`src/verilog/rs_pkg.sv`:
```
// Widths, ALU operation codes, exception codes and bus structs shared by the issue slice
`default_nettype none

package rs_pkg;

    // Data word and tag widths
    localparam int unsigned XLEN        = 32;
    localparam int unsigned ROB_IDX_LEN = 4;

    // Execution control and exception code widths
    localparam int unsigned EU_CTL_LEN  = 3;
    localparam int unsigned EXCEPT_LEN  = 2;

    // ALU operations, shifts take the low 5 bits of rs2
    typedef enum logic [EU_CTL_LEN-1:0] {
        ADD = 3'd0,
        SUB = 3'd1,
        AND = 3'd2,
        OR  = 3'd3,
        XOR = 3'd4,
        SLT = 3'd5,
        SLL = 3'd6,
        SRL = 3'd7
    } alu_op_e;

    // Exception codes carried on the CDB
    typedef enum logic [EXCEPT_LEN-1:0] {
        EXC_NONE     = 2'd0,
        EXC_OVERFLOW = 2'd1
    } except_e;

    // One operation offered at issue (81 bits)
    typedef struct packed {
        logic [EU_CTL_LEN-1:0]  eu_ctl;
        logic                   rs1_ready;
        logic [ROB_IDX_LEN-1:0] rs1_idx;
        logic [XLEN-1:0]        rs1_value;
        logic                   rs2_ready;
        logic [ROB_IDX_LEN-1:0] rs2_idx;
        logic [XLEN-1:0]        rs2_value;
        logic [ROB_IDX_LEN-1:0] dest_idx;
    } issue_req_t;

    // One CDB broadcast (39 bits)
    typedef struct packed {
        logic [ROB_IDX_LEN-1:0] idx;
        logic [XLEN-1:0]        data;
        logic                   except_raised;
        logic [EXCEPT_LEN-1:0]  except_code;
    } cdb_t;

    // Operands sent to the ALU (67 bits)
    typedef struct packed {
        logic [EU_CTL_LEN-1:0]  eu_ctl;
        logic [XLEN-1:0]        rs1;
        logic [XLEN-1:0]        rs2;
    } eu_req_t;

    // ALU result (35 bits)
    typedef struct packed {
        logic [XLEN-1:0]        result;
        logic                   except_raised;
        logic [EXCEPT_LEN-1:0]  except_code;
    } eu_res_t;

endpackage

`default_nettype wire
```
`src/verilog/rs_exec_top.sv`:
```
// Top level of the issue slice, joins station and ALU and loops the CDB back to the snoop port
`timescale 1ns/1ps
`default_nettype none

module rs_exec_top #(
    parameter int unsigned RS_DEPTH = 8
) (
    input  logic                clk_i,
    input  logic                rst_n_i,
    input  logic                flush_i,

    // Issue port
    input  logic                issue_valid_i,
    output logic                issue_ready_o,
    input  rs_pkg::issue_req_t  issue_i,

    // CDB
    output logic                cdb_valid_o,
    input  logic                cdb_ready_i,
    output rs_pkg::cdb_t        cdb_o
);

    import rs_pkg::*;

    // Station to ALU
    logic                          eu_valid;
    logic                          eu_ready;
    eu_req_t                       eu_req;
    logic [$clog2(RS_DEPTH)-1:0]   eu_entry_idx;

    // ALU to station
    logic                          res_valid;
    eu_res_t                       res;
    logic [$clog2(RS_DEPTH)-1:0]   res_entry_idx;

    // Only accepted broadcasts wake waiting ops
    logic                          snoop_valid;

    assign snoop_valid = cdb_valid_o & cdb_ready_i;

    generic_rs #(
        .RS_DEPTH (RS_DEPTH)
    ) u_rs (
        .clk_i           (clk_i),
        .rst_n_i         (rst_n_i),
        .flush_i         (flush_i),
        .issue_valid_i   (issue_valid_i),
        .issue_ready_o   (issue_ready_o),
        .issue_i         (issue_i),
        .eu_valid_o      (eu_valid),
        .eu_ready_i      (eu_ready),
        .eu_req_o        (eu_req),
        .eu_entry_idx_o  (eu_entry_idx),
        .res_valid_i     (res_valid),
        .res_i           (res),
        .res_entry_idx_i (res_entry_idx),
        .cdb_valid_o     (cdb_valid_o),
        .cdb_ready_i     (cdb_ready_i),
        .cdb_o           (cdb_o),
        .snoop_valid_i   (snoop_valid),
        .snoop_i         (cdb_o)
    );

    alu_eu #(
        .RS_DEPTH (RS_DEPTH)
    ) u_alu (
        .clk_i           (clk_i),
        .rst_n_i         (rst_n_i),
        .flush_i         (flush_i),
        .req_valid_i     (eu_valid),
        .req_ready_o     (eu_ready),
        .req_i           (eu_req),
        .req_entry_idx_i (eu_entry_idx),
        .res_valid_o     (res_valid),
        .res_o           (res),
        .res_entry_idx_o (res_entry_idx)
    );

endmodule

`default_nettype wire

```
`src/verilog/alu_eu.sv`:
```
// Two-stage pipelined integer ALU fed by the station, returns results with the entry index
`timescale 1ns/1ps
`default_nettype none

module alu_eu #(
    parameter int unsigned RS_DEPTH = 8
) (
    input  logic                          clk_i,
    input  logic                          rst_n_i,
    input  logic                          flush_i,

    // Request from the station
    input  logic                          req_valid_i,
    output logic                          req_ready_o,
    input  rs_pkg::eu_req_t               req_i,
    input  logic [$clog2(RS_DEPTH)-1:0]   req_entry_idx_i,

    // Result strobe back to the station
    output logic                          res_valid_o,
    output rs_pkg::eu_res_t               res_o,
    output logic [$clog2(RS_DEPTH)-1:0]   res_entry_idx_o
);

    import rs_pkg::*;

    localparam int unsigned RS_IDX_LEN = $clog2(RS_DEPTH);

    // Stage 1 operand registers
    logic                    s1_valid_q;
    eu_req_t                 s1_req_q;
    logic [RS_IDX_LEN-1:0]   s1_idx_q;

    // Stage 2 result registers
    logic                    s2_valid_q;
    eu_res_t                 s2_res_q;
    logic [RS_IDX_LEN-1:0]   s2_idx_q;

    // Stage 2 combinational result
    alu_op_e                 op;
    logic [XLEN-1:0]         sum;
    logic [XLEN-1:0]         diff;
    logic [XLEN-1:0]         result;
    logic                    ovf;

    // Fixed latency pipe, never stalls
    assign req_ready_o = 1'b1;

    // Stage valids, a flush kills everything in flight
    always_ff @(posedge clk_i or negedge rst_n_i) begin
        if (!rst_n_i) begin
            s1_valid_q <= 1'b0;
            s2_valid_q <= 1'b0;
        end else if (flush_i) begin
            s1_valid_q <= 1'b0;
            s2_valid_q <= 1'b0;
        end else begin
            s1_valid_q <= req_valid_i;
            s2_valid_q <= s1_valid_q;
        end
    end

    assign op   = alu_op_e'(s1_req_q.eu_ctl);
    assign sum  = s1_req_q.rs1 + s1_req_q.rs2;
    assign diff = s1_req_q.rs1 - s1_req_q.rs2;

    // Operation decode, signed overflow only on add and subtract
    always_comb begin
        result = sum;
        ovf    = 1'b0;
        case (op)
            ADD: begin
                result = sum;
                ovf    = (s1_req_q.rs1[XLEN-1] == s1_req_q.rs2[XLEN-1]) &&
                         (sum[XLEN-1] != s1_req_q.rs1[XLEN-1]);
            end
            SUB: begin
                result = diff;
                ovf    = (s1_req_q.rs1[XLEN-1] != s1_req_q.rs2[XLEN-1]) &&
                         (diff[XLEN-1] != s1_req_q.rs1[XLEN-1]);
            end
            AND: result = s1_req_q.rs1 & s1_req_q.rs2;
            OR:  result = s1_req_q.rs1 | s1_req_q.rs2;
            XOR: result = s1_req_q.rs1 ^ s1_req_q.rs2;
            SLT: result = {{(XLEN-1){1'b0}}, $signed(s1_req_q.rs1) < $signed(s1_req_q.rs2)};
            SLL: result = s1_req_q.rs1 << s1_req_q.rs2[4:0];
            SRL: result = s1_req_q.rs1 >> s1_req_q.rs2[4:0];
            default: result = sum;
        endcase
    end

    // Payload registers
    always_ff @(posedge clk_i) begin
        s1_req_q               <= req_i;
        s1_idx_q               <= req_entry_idx_i;
        s2_res_q.result        <= result;
        s2_res_q.except_raised <= ovf;
        s2_res_q.except_code   <= ovf ? EXC_OVERFLOW : EXC_NONE;
        s2_idx_q               <= s1_idx_q;
    end

    assign res_valid_o     = s2_valid_q;
    assign res_o           = s2_res_q;
    assign res_entry_idx_o = s2_idx_q;

    // Strobed results are fully defined
    a_res_known: assert property (
        @(posedge clk_i) disable iff (!rst_n_i)
        res_valid_o |-> !$isunknown({res_o, res_entry_idx_o})
    ) else $error("ALU result carries unknown bits");

endmodule

`default_nettype wire

```
`src/verilog/generic_rs.sv`:
```
// Reservation station holding waiting ALU ops, woken by CDB snooping and retired over the CDB
`timescale 1ns/1ps
`default_nettype none

module generic_rs #(
    parameter int unsigned RS_DEPTH = 8
) (
    input  logic                          clk_i,
    input  logic                          rst_n_i,
    input  logic                          flush_i,

    // Issue port
    input  logic                          issue_valid_i,
    output logic                          issue_ready_o,
    input  rs_pkg::issue_req_t            issue_i,

    // Dispatch to the execution unit
    output logic                          eu_valid_o,
    input  logic                          eu_ready_i,
    output rs_pkg::eu_req_t               eu_req_o,
    output logic [$clog2(RS_DEPTH)-1:0]   eu_entry_idx_o,

    // Result strobe from the execution unit
    input  logic                          res_valid_i,
    input  rs_pkg::eu_res_t               res_i,
    input  logic [$clog2(RS_DEPTH)-1:0]   res_entry_idx_i,

    // Broadcast towards the CDB
    output logic                          cdb_valid_o,
    input  logic                          cdb_ready_i,
    output rs_pkg::cdb_t                  cdb_o,

    // Snooped CDB traffic
    input  logic                          snoop_valid_i,
    input  rs_pkg::cdb_t                  snoop_i
);

    import rs_pkg::*;

    localparam int unsigned RS_IDX_LEN = $clog2(RS_DEPTH);

    // Entry payload without the status flags
    typedef struct packed {
        logic [EU_CTL_LEN-1:0]  eu_ctl;
        logic [ROB_IDX_LEN-1:0] rs1_idx;
        logic [XLEN-1:0]        rs1_value;
        logic [ROB_IDX_LEN-1:0] rs2_idx;
        logic [XLEN-1:0]        rs2_value;
        logic [ROB_IDX_LEN-1:0] res_idx;
        logic [XLEN-1:0]        res_value;
        logic                   except_raised;
        logic [EXCEPT_LEN-1:0]  except_code;
    } rs_entry_t;

    rs_entry_t               entries_q [RS_DEPTH];

    // Per-entry status flags
    logic [RS_DEPTH-1:0]     valid_q;
    logic [RS_DEPTH-1:0]     busy_q;
    logic [RS_DEPTH-1:0]     rs1_rdy_q;
    logic [RS_DEPTH-1:0]     rs2_rdy_q;
    logic [RS_DEPTH-1:0]     res_rdy_q;

    // Candidate masks for the three selectors
    logic [RS_DEPTH-1:0]     free_a;
    logic [RS_DEPTH-1:0]     ex_ready_a;
    logic [RS_DEPTH-1:0]     done_a;

    // Snoop wakeups of stored operands
    logic [RS_DEPTH-1:0]     wake1_a;
    logic [RS_DEPTH-1:0]     wake2_a;

    // Selected indexes
    logic [RS_IDX_LEN-1:0]   new_idx;
    logic [RS_IDX_LEN-1:0]   ex_idx;
    logic [RS_IDX_LEN-1:0]   cdb_idx;
    logic                    new_idx_valid;
    logic                    ex_idx_valid;
    logic                    cdb_idx_valid;

    // Handshake events
    logic                    rs_insert;
    logic                    rs_ex;
    logic                    rs_pop;

    // Only a fault-free snoop wakes waiting operands
    logic                    snoop_ok;

    // Insert bypass of a same-cycle broadcast
    logic                    ins_rs1_rdy;
    logic                    ins_rs2_rdy;
    logic [XLEN-1:0]         ins_rs1_value;
    logic [XLEN-1:0]         ins_rs2_value;

    assign snoop_ok = snoop_valid_i & ~snoop_i.except_raised;

    // Selector inputs and stored-operand tag match
    always_comb begin
        for (int i = 0; i < RS_DEPTH; i++) begin
            free_a[i]     = ~valid_q[i];
            ex_ready_a[i] = valid_q[i] & ~busy_q[i] & rs1_rdy_q[i] & rs2_rdy_q[i];
            done_a[i]     = valid_q[i] & res_rdy_q[i];
            wake1_a[i]    = valid_q[i] & ~rs1_rdy_q[i] & snoop_ok &
                            (entries_q[i].rs1_idx == snoop_i.idx);
            wake2_a[i]    = valid_q[i] & ~rs2_rdy_q[i] & snoop_ok &
                            (entries_q[i].rs2_idx == snoop_i.idx);
        end
    end

    // An operand arriving not ready may still be caught on the bus this cycle
    assign ins_rs1_rdy   = issue_i.rs1_ready | (snoop_ok & (issue_i.rs1_idx == snoop_i.idx));
    assign ins_rs2_rdy   = issue_i.rs2_ready | (snoop_ok & (issue_i.rs2_idx == snoop_i.idx));
    assign ins_rs1_value = issue_i.rs1_ready ? issue_i.rs1_value : snoop_i.data;
    assign ins_rs2_value = issue_i.rs2_ready ? issue_i.rs2_value : snoop_i.data;

    // Lowest free entry takes the next issued op
    prio_enc #(
        .N (RS_DEPTH)
    ) u_free_enc (
        .lines_i (free_a),
        .enc_o   (new_idx),
        .valid_o (new_idx_valid)
    );

    // Lowest entry with both operands and no dispatch yet
    prio_enc #(
        .N (RS_DEPTH)
    ) u_ex_enc (
        .lines_i (ex_ready_a),
        .enc_o   (ex_idx),
        .valid_o (ex_idx_valid)
    );

    // Lowest entry holding a finished result
    prio_enc #(
        .N (RS_DEPTH)
    ) u_cdb_enc (
        .lines_i (done_a),
        .enc_o   (cdb_idx),
        .valid_o (cdb_idx_valid)
    );

    // Handshakes
    assign issue_ready_o = new_idx_valid;
    assign eu_valid_o    = ex_idx_valid;
    assign cdb_valid_o   = cdb_idx_valid;
    assign rs_insert     = issue_valid_i & new_idx_valid;
    assign rs_ex         = ex_idx_valid & eu_ready_i;
    assign rs_pop        = cdb_idx_valid & cdb_ready_i;

    // Status flags that a flush drops all at once
    always_ff @(posedge clk_i or negedge rst_n_i) begin
        if (!rst_n_i) begin
            valid_q   <= '0;
            busy_q    <= '0;
            rs1_rdy_q <= '0;
            rs2_rdy_q <= '0;
            res_rdy_q <= '0;
        end else if (flush_i) begin
            valid_q   <= '0;
            busy_q    <= '0;
            rs1_rdy_q <= '0;
            rs2_rdy_q <= '0;
            res_rdy_q <= '0;
        end else begin
            // Dispatched entry is not picked again
            if (rs_ex) begin
                busy_q[ex_idx] <= 1'b1;
            end
            if (rs_insert) begin
                valid_q[new_idx]   <= 1'b1;
                busy_q[new_idx]    <= 1'b0;
                rs1_rdy_q[new_idx] <= ins_rs1_rdy;
                rs2_rdy_q[new_idx] <= ins_rs2_rdy;
                res_rdy_q[new_idx] <= 1'b0;
            end
            // Entry is freed on the broadcast edge
            if (rs_pop) begin
                valid_q[cdb_idx] <= 1'b0;
            end
            if (res_valid_i) begin
                res_rdy_q[res_entry_idx_i] <= 1'b1;
            end
            for (int i = 0; i < RS_DEPTH; i++) begin
                if (wake1_a[i]) begin
                    rs1_rdy_q[i] <= 1'b1;
                end
                if (wake2_a[i]) begin
                    rs2_rdy_q[i] <= 1'b1;
                end
            end
        end
    end

    // Payload writes qualified by the same events as the flags
    always_ff @(posedge clk_i) begin
        if (rs_insert) begin
            entries_q[new_idx].eu_ctl    <= issue_i.eu_ctl;
            entries_q[new_idx].rs1_idx   <= issue_i.rs1_idx;
            entries_q[new_idx].rs1_value <= ins_rs1_value;
            entries_q[new_idx].rs2_idx   <= issue_i.rs2_idx;
            entries_q[new_idx].rs2_value <= ins_rs2_value;
            entries_q[new_idx].res_idx   <= issue_i.dest_idx;
        end
        if (res_valid_i) begin
            entries_q[res_entry_idx_i].res_value     <= res_i.result;
            entries_q[res_entry_idx_i].except_raised <= res_i.except_raised;
            entries_q[res_entry_idx_i].except_code   <= res_i.except_code;
        end
        for (int i = 0; i < RS_DEPTH; i++) begin
            if (wake1_a[i]) begin
                entries_q[i].rs1_value <= snoop_i.data;
            end
            if (wake2_a[i]) begin
                entries_q[i].rs2_value <= snoop_i.data;
            end
        end
    end

    // Read port towards the ALU
    assign eu_req_o.eu_ctl = entries_q[ex_idx].eu_ctl;
    assign eu_req_o.rs1    = entries_q[ex_idx].rs1_value;
    assign eu_req_o.rs2    = entries_q[ex_idx].rs2_value;
    assign eu_entry_idx_o  = ex_idx;

    // Read port towards the CDB
    assign cdb_o.idx           = entries_q[cdb_idx].res_idx;
    assign cdb_o.data          = entries_q[cdb_idx].res_value;
    assign cdb_o.except_raised = entries_q[cdb_idx].except_raised;
    assign cdb_o.except_code   = entries_q[cdb_idx].except_code;

    // The ALU only returns results for entries it was handed
    a_res_owned: assert property (
        @(posedge clk_i) disable iff (!rst_n_i || flush_i)
        res_valid_i |-> (valid_q[res_entry_idx_i] && busy_q[res_entry_idx_i]
                         && !res_rdy_q[res_entry_idx_i])
    ) else $error("Result for entry %0d that is not in flight", res_entry_idx_i);

    // Accepted issue always lands in a free slot
    a_no_insert_full: assert property (
        @(posedge clk_i) disable iff (!rst_n_i)
        rs_insert |-> !valid_q[new_idx]
    ) else $error("Insertion into occupied entry %0d", new_idx);

endmodule

`default_nettype wire

```
`src/verilog/prio_enc.sv`:
```
// Lowest-index-first priority encoder, used by the station to pick free, ready and done entries
`timescale 1ns/1ps
`default_nettype none

module prio_enc #(
    parameter int unsigned N = 8
) (
    input  logic [N-1:0]                           lines_i,
    output logic [((N > 1) ? $clog2(N) : 1)-1:0]   enc_o,
    output logic                                   valid_o
);

    localparam int unsigned IDX_LEN = (N > 1) ? $clog2(N) : 1;

    // Scan from the top so the lowest set line wins
    always_comb begin
        enc_o = '0;
        for (int i = N - 1; i >= 0; i--) begin
            if (lines_i[i]) begin
                enc_o = i[IDX_LEN-1:0];
            end
        end
    end

    // Any set line gives a usable index
    assign valid_o = |lines_i;

endmodule

`default_nettype wire

```
`config.mk`:
```
export PLATFORM = sky130hd
export DESIGN_NAME = rs_exec_top
export DESIGN_NICKNAME = d
export VERILOG_FILES = /design/src/verilog/rs_pkg.sv /design/src/verilog/rs_exec_top.sv /design/src/verilog/alu_eu.sv /design/src/verilog/generic_rs.sv /design/src/verilog/prio_enc.sv
export SDC_FILE = /design/constraint.sdc
export NUM_CORES = 2
export LEC_CHECK = 0
export BUFFER_PORTS_ARGS = -buffer_cell sky130_fd_sc_hd__buf_2
export CAP_MARGIN = 15
export CORE_MARGIN = 1.5
export CORE_UTILIZATION = 58
export DETAILED_ROUTE_END_ITERATION = 8
export GPL_ROUTABILITY_DRIVEN = 0
export PLACE_DENSITY_LB_ADDON = 0.08
export SLEW_MARGIN = 20
export SYNTH_ARGS = -nofsm -noshare
export SYNTH_HDL_FRONTEND = slang
export SYNTH_HIERARCHICAL = 1
export SYNTH_SLANG_ARGS = --single-unit
```
`constraint.sdc`:
```
create_clock -name clk_i -period 4.15 [get_ports clk_i]
set_input_delay 0.2075 -clock clk_i [delete_from_list [all_inputs] [get_ports clk_i]]
set_output_delay 0.2075 -clock clk_i [all_outputs]
set_load 0.01 [all_outputs]
```
* After elaboration in Yosys (flattened, before gate mapping)
Memory sizes are Yosys's and may differ from the RTL's. A register that Yosys moved wholly into a read port is not among the register bits. Cells that the tools add are included.
Word-level totals: register bits 83, memories kept 1, memory bits (writable) 912, word-level logic and storage cells 335, output and inout bits 41, bits of input ports 86
Operators by class: muxes and demuxes 109, bitwise gates (word level) 131, reductions and logical operators 26, shifts and indexed selects 2, $add $sub $neg 2, $lt $le $gt $ge 9, eq/ne operators 29
Memory list:
- u_rs.entries_q | words 8, width 114, rd ports 10, clocked after memory_dff 1, wr ports 10, RTL line generic_rs.sv:55 | rs_entry_t entries_q [RS_DEPTH];
Operators with widths (number):
- $pmux W32 S8 | 1
- $mux W8 | 16
- $and A1 B1 Y1 | 85
- $eq A4 B4 Y1 | 18
- $mux W3 | 24
- $mux W32 | 2
- $mux W1 | 59
- $reduce_bool A3 Y1 | 16
- $not A1 Y1 | 33
- $add A32 B32 Y32 | 1
- $and A32 B32 Y32 | 1
- $lt A32 B32 Y1 | 1
- $or A32 B32 Y32 | 1
- $shl A32 B5 Y32 | 1
- $shr A32 B5 Y32 | 1
- $sub A32 B32 Y32 | 1
- $xor A32 B32 Y32 | 1
- $and A8 B8 Y8 | 3
- $or A8 B8 Y8 | 3
- $reduce_or A8 Y1 | 3
- $bwmux W8 | 2
- $lt A3 B4 Y1 const B | 4
- $not A8 Y8 | 2
- $demux W1 S3 | 4
- 10 further kinds | 25

* Logic depth before layout (Yosys ltp)
depth in word-level cells 22, mapped depth 16, gate-level depth less buffers 12

* Modules after synthesis
The synthesis kept the hierarchy.
By module, submodules not included:
- generic_rs | seq. area each 28387.2 sq um, times used 1, area an instance 47026.4 sq um, cells an instance 2942
- alu_eu | seq. area each 2172.1 sq um, times used 1, area an instance 10727.8 sq um, cells an instance 1405
- prio_enc | seq. area each 0.0 sq um, times used 3, area an instance 81.3 sq um, cells an instance 13
- rs_exec_top | seq. area each 0.0 sq um, times used 1, area an instance 6.3 sq um, cells an instance 1

* Worst setup path before layout
No wires, ideal clock.
kind register to register, from register u_rs.valid_q[4], to memory u_rs/entries_q[2][100] (netlist name), enable pin, cell stages (with the launch flop) 15, slack -0.315 ns, arrival 4.076 ns, clock period less this slack 4.465 ns, data required time 3.761 ns, library setup time 0.389 ns, buffers on the path 6, cells stage by stage dfrtp_1 -> and2_1 -> o41ai_1 -> clkbuf_1 -> buf_2 -> mux4_2 -> mux2_2 -> buf_6 -> buf_12 -> xnor2_1 -> nand4_1 -> or3_1 -> buf_6 -> buf_12 -> nand2_1
RTL lines:
- start: declaration | RTL line generic_rs.sv:58 | logic [RS_DEPTH-1:0] valid_q;
- start signal: assignment | RTL line generic_rs.sv:154 | valid_q <= '0;
- start signal: assignment | RTL line generic_rs.sv:160 | valid_q <= '0;
- start signal: indexed assignment | RTL line generic_rs.sv:171 | valid_q[new_idx] <= 1'b1;
- end: declaration | RTL line generic_rs.sv:55

==> impl_summary.log <==
INFO  metric outcome = complete, no violations
INFO  metric grt_usage = 34.4%
INFO  metric placementRows = 115
INFO  metric h-tree-depth = 3
INFO  metric finalCriticalPeriod = 4.12 ns
INFO  metric grt_util_met1 = 47.6%
INFO  metric cts-root-to-sink-buffers = 3
INFO  metric p_leak = 24.3 nW
INFO  metric area.growth.synth_to_final = 12.7%
INFO  metric worst_setup_path_end_kind = flip-flop
INFO  metric grt_pass1_vias = 38072
INFO  metric syn_nets = 4572
INFO  metric wirelength = 178 mm
INFO  metric postSynthCellCount = 4387
INFO  metric dr.pass1.iters = 9
INFO  metric commonest_non_fill_non_tap_cell_in_the_layout = sky130_fd_sc_hd__edfxtp_1
INFO  metric maxSlewViolCount = 0
INFO  metric drv.max_cap_violation_count = 0
INFO  metric floorplan.initialDensity = 58.8%
INFO  metric criticalPathCategory = reg -> reg
INFO  metric setup_viol = 0
INFO  metric maxClockFrequency = 243 MHz
INFO  metric fin_skew = 0.0250 ns
INFO  metric flip_flop_and_latch_count_after_synthesis = 1060
INFO  metric crit_required = 4.55 ns
INFO  metric asyncSetResetFlopFracSynth = 3.96%
INFO  metric cts_made_buffers = 110
INFO  metric tritoncts = done
INFO  metric clkSinkCount = 1060
INFO  metric post-route-cell-area = 65400 um2
INFO  metric placeableCoreArea = 98700 um2
INFO  metric grt_pass1_wl = 257 mm
INFO  metric overflow = 0
INFO  metric power.density = 385 nW/um2
INFO  metric worst_slew_margin = 26.4%
INFO  metric vias_per_cell = 6.60
INFO  metric startpoint_type = flip-flop
INFO  metric die_x = 319 um
INFO  metric hold_path.class = in -> async
INFO  metric placement.cell_area = 61400 um2
INFO  metric hpwlAfterDp = 121 mm
INFO  metric die_area = 102000 um2
INFO  metric synth_seq_area_share = 52.7%
INFO  metric grt.met2_usage = 53.6%
INFO  metric clkLatencyLatePin = 0.71 ns
INFO  metric first_iter_violations = 4893
INFO  metric synth-edff-count = 912
INFO  metric final_antenna_net_count = 0
INFO  metric rsz0062_at_grt = true
INFO  metric synth_area_per_cell = 13.2 um2
INFO  metric ff2ff_setup_slack = 0.03 ns
INFO  metric io_buffer_count = 126
INFO  metric grt_antenna_before_repair = 15
INFO  metric finalNetCount = 4744
INFO  metric design.portCount = 127
INFO  metric final_cell_mix = 912 x sky130_fd_sc_hd__edfxtp_1, 674 x sky130_fd_sc_hd__nor2_1, 396 x sky130_fd_sc_hd__mux2_2
INFO  metric drive_above_1_share = 33.2%
INFO  metric drt_drc_violations_left = 0
INFO  metric synth_cell_types = 96
INFO  metric cp.arrival = 4.51 ns
INFO  metric worst_r2r_endpoint = u_rs/entries_q[2][82]
INFO  metric cts_root_buffer = sky130_fd_sc_hd__clkbuf_16
INFO  metric routed-via-count = 39220
INFO  metric fin_total_pwr = 0.0252 W
INFO  metric reg2reg_depth = 13
INFO  metric synth.yosys.warnings = 6
INFO  metric clkSlewWorstSetupHoldPaths = 0.06 ns
INFO  metric final_cycle_share = 99.2%
INFO  metric avgRoutedWirePerCell = 29.9 um
INFO  metric grt_use_met3 = 7.87%
INFO  metric die_y = 319 um
INFO  metric worst-slew-pin-transition = 1.10 ns
INFO  metric cp_max_fo = 34
INFO  metric fin_hold_viols = 0
INFO  metric ys.flop_type = sky130_fd_sc_hd__edfxtp_1
INFO  metric pin_count_of_the_biggest_net_entering_global_routing = 85
INFO  metric regToRegStartpoint = u_rs/valid_q[0]
INFO  metric global_route.peak_usage_layer = met2
INFO  metric synth_area = 58000 um2
INFO  metric irDropWorstVdd = 0.409 mV
## layout make-up
cell class	count	area (um2)
Multi-Input combinational cell	2822	25200
Tap cell	1287	1610
Antenna cell	6	15.0
Timing Repair Buffer	435	3810
Clock inverter	48	490
Sequential cell	1060	30600
Clock buffer	157	3160
Fill cell	7163	33300
Inverter	130	488
## worst max path at each step
| stage | slack [ns] | to | start |
|---|---|---|---|
| after floorplan | 0.06 | u_rs/entries_q[0][39] | u_rs/valid_q[4] |
| after global placement | 0.03 | u_rs/entries_q[3][90] | u_rs/valid_q[4] |
| after detailed placement | -0.05 | u_rs/entries_q[0][48] | u_rs/valid_q[4] |
| after CTS | 0.002 | cdb_o[12] | u_rs/valid_q[4] |
| after global routing | -0.04 | u_rs/entries_q[2][87] | u_rs/res_rdy_q[6] |
| final | 0.03 | u_rs/entries_q[2][82] | u_rs/valid_q[0] |
## where the power goes
group          internal (W)  switching [W]  total (W)  leakage [nW]
clock network       0.00575        0.00422    0.00997          1.79
logic               0.00108        0.00184    0.00292          13.3
registers            0.0120       0.000322     0.0123          9.24
## cell usage after synthesis (21+ instances only)
cell,number,area share [%]
sky130_fd_sc_hd__or3_1,22,0.24
sky130_fd_sc_hd__a21o_1,21,0.27
sky130_fd_sc_hd__edfxtp_1,912,47
sky130_fd_sc_hd__a21oi_1,172,1.5
sky130_fd_sc_hd__o21ai_0,73,0.63
sky130_fd_sc_hd__o21ai_1,21,0.18
sky130_fd_sc_hd__dfxtp_1,106,3.7
sky130_fd_sc_hd__ha_1,97,2.1
sky130_fd_sc_hd__nand3_1,53,0.46
sky130_fd_sc_hd__nor3_1,46,0.40
sky130_fd_sc_hd__buf_12,25,0.86
sky130_fd_sc_hd__mux2_2,407,7.9
sky130_fd_sc_hd__mux4_2,233,9.0
sky130_fd_sc_hd__nand4_1,21,0.23
sky130_fd_sc_hd__mux2i_1,133,2.3
sky130_fd_sc_hd__xnor2_1,67,1.0
sky130_fd_sc_hd__o22ai_1,23,0.25
sky130_fd_sc_hd__mux2_4,224,5.8
sky130_fd_sc_hd__nand2_1,171,1.1
sky130_fd_sc_hd__buf_2,83,0.72
sky130_fd_sc_hd__clkbuf_1,224,1.4
sky130_fd_sc_hd__nor2_1,680,4.4
sky130_fd_sc_hd__a31oi_1,22,0.24
sky130_fd_sc_hd__o211ai_1,24,0.31
sky130_fd_sc_hd__a211oi_1,29,0.38
sky130_fd_sc_hd__inv_1,121,0.78
sky130_fd_sc_hd__nor2b_1,22,0.24
sky130_fd_sc_hd__dfrtp_1,42,1.8
## sequential cells by signal, indices dropped and copies added (netlist names), 8 cells and up
signal and flops:
u_rs/res_rdy_q 8, u_rs/entries_q 912, u_rs/rs2_rdy_q 8, u_rs/valid_q 8, u_rs/busy_q 8, u_alu/s1_req_q 64, u_rs/rs1_rdy_q 8, u_alu/res_o 33
## stage by stage
step,hold WS (ns),setup TNS (ns),utilization (%),setup slack (ns),cells
after CTS,0.0771,0,66.1,0.00168,5935
after global routing,0.118,-1.05,66.2,-0.0432,5939
final,0.107,0,66.2,0.0334,5945
after detailed placement,0.312,-1.56,62.2,-0.0533,5712
after global placement,0.310,0,62.2,0.0283,5712
after floorplan,-0.0881,0,-,0.0554,4387
## routing by layer
layer	routed length, um	part of all wire, %	vias to the layer above
met3	18600	10	402
met4	6420	3.6	6
li1	-	-	16812
met2	81100	46	2174
met1	71400	40	19826
met5	42	0.024	-
## worst max-delay path, stage by stage, from the launching register on
cell	delay [ns]
sky130_fd_sc_hd__dfrtp_1	0.40
sky130_fd_sc_hd__and2_1	0.20
sky130_fd_sc_hd__o41ai_4	0.34
sky130_fd_sc_hd__buf_4	0.19
sky130_fd_sc_hd__buf_12	0.16
sky130_fd_sc_hd__mux4_2	0.50
sky130_fd_sc_hd__mux2_2	0.33
sky130_fd_sc_hd__nor2b_1	0.14
sky130_fd_sc_hd__buf_4	0.18
sky130_fd_sc_hd__nand2_1	0.18
sky130_fd_sc_hd__or3_2	0.52
sky130_fd_sc_hd__buf_12	0.22
sky130_fd_sc_hd__nand2_4	0.15
sky130_fd_sc_hd__buf_12	0.20
## cells by family after synthesis
kind of cell,synth area share [%]
other,0.0129
multiplexers,25.1
XOR/XNOR,1.16
flip-flops,52.7
AND/OR/NAND/NOR,8.03
adder cells (fa/ha/maj),2.16
buffers and inverters,4.43
AO/OA/AOI/OAI,6.44
## what timing repair did
action	CTS	global route
hold buffers	17	0
gates cloned	1	1
buffers inserted	0	3
pin swaps	1	2
endpoints found under the setup margin	201	498
hold endpoints to repair	166	0
gates resized for setup	7	14
Note: power is estimated with default switching activity, not from simulation.
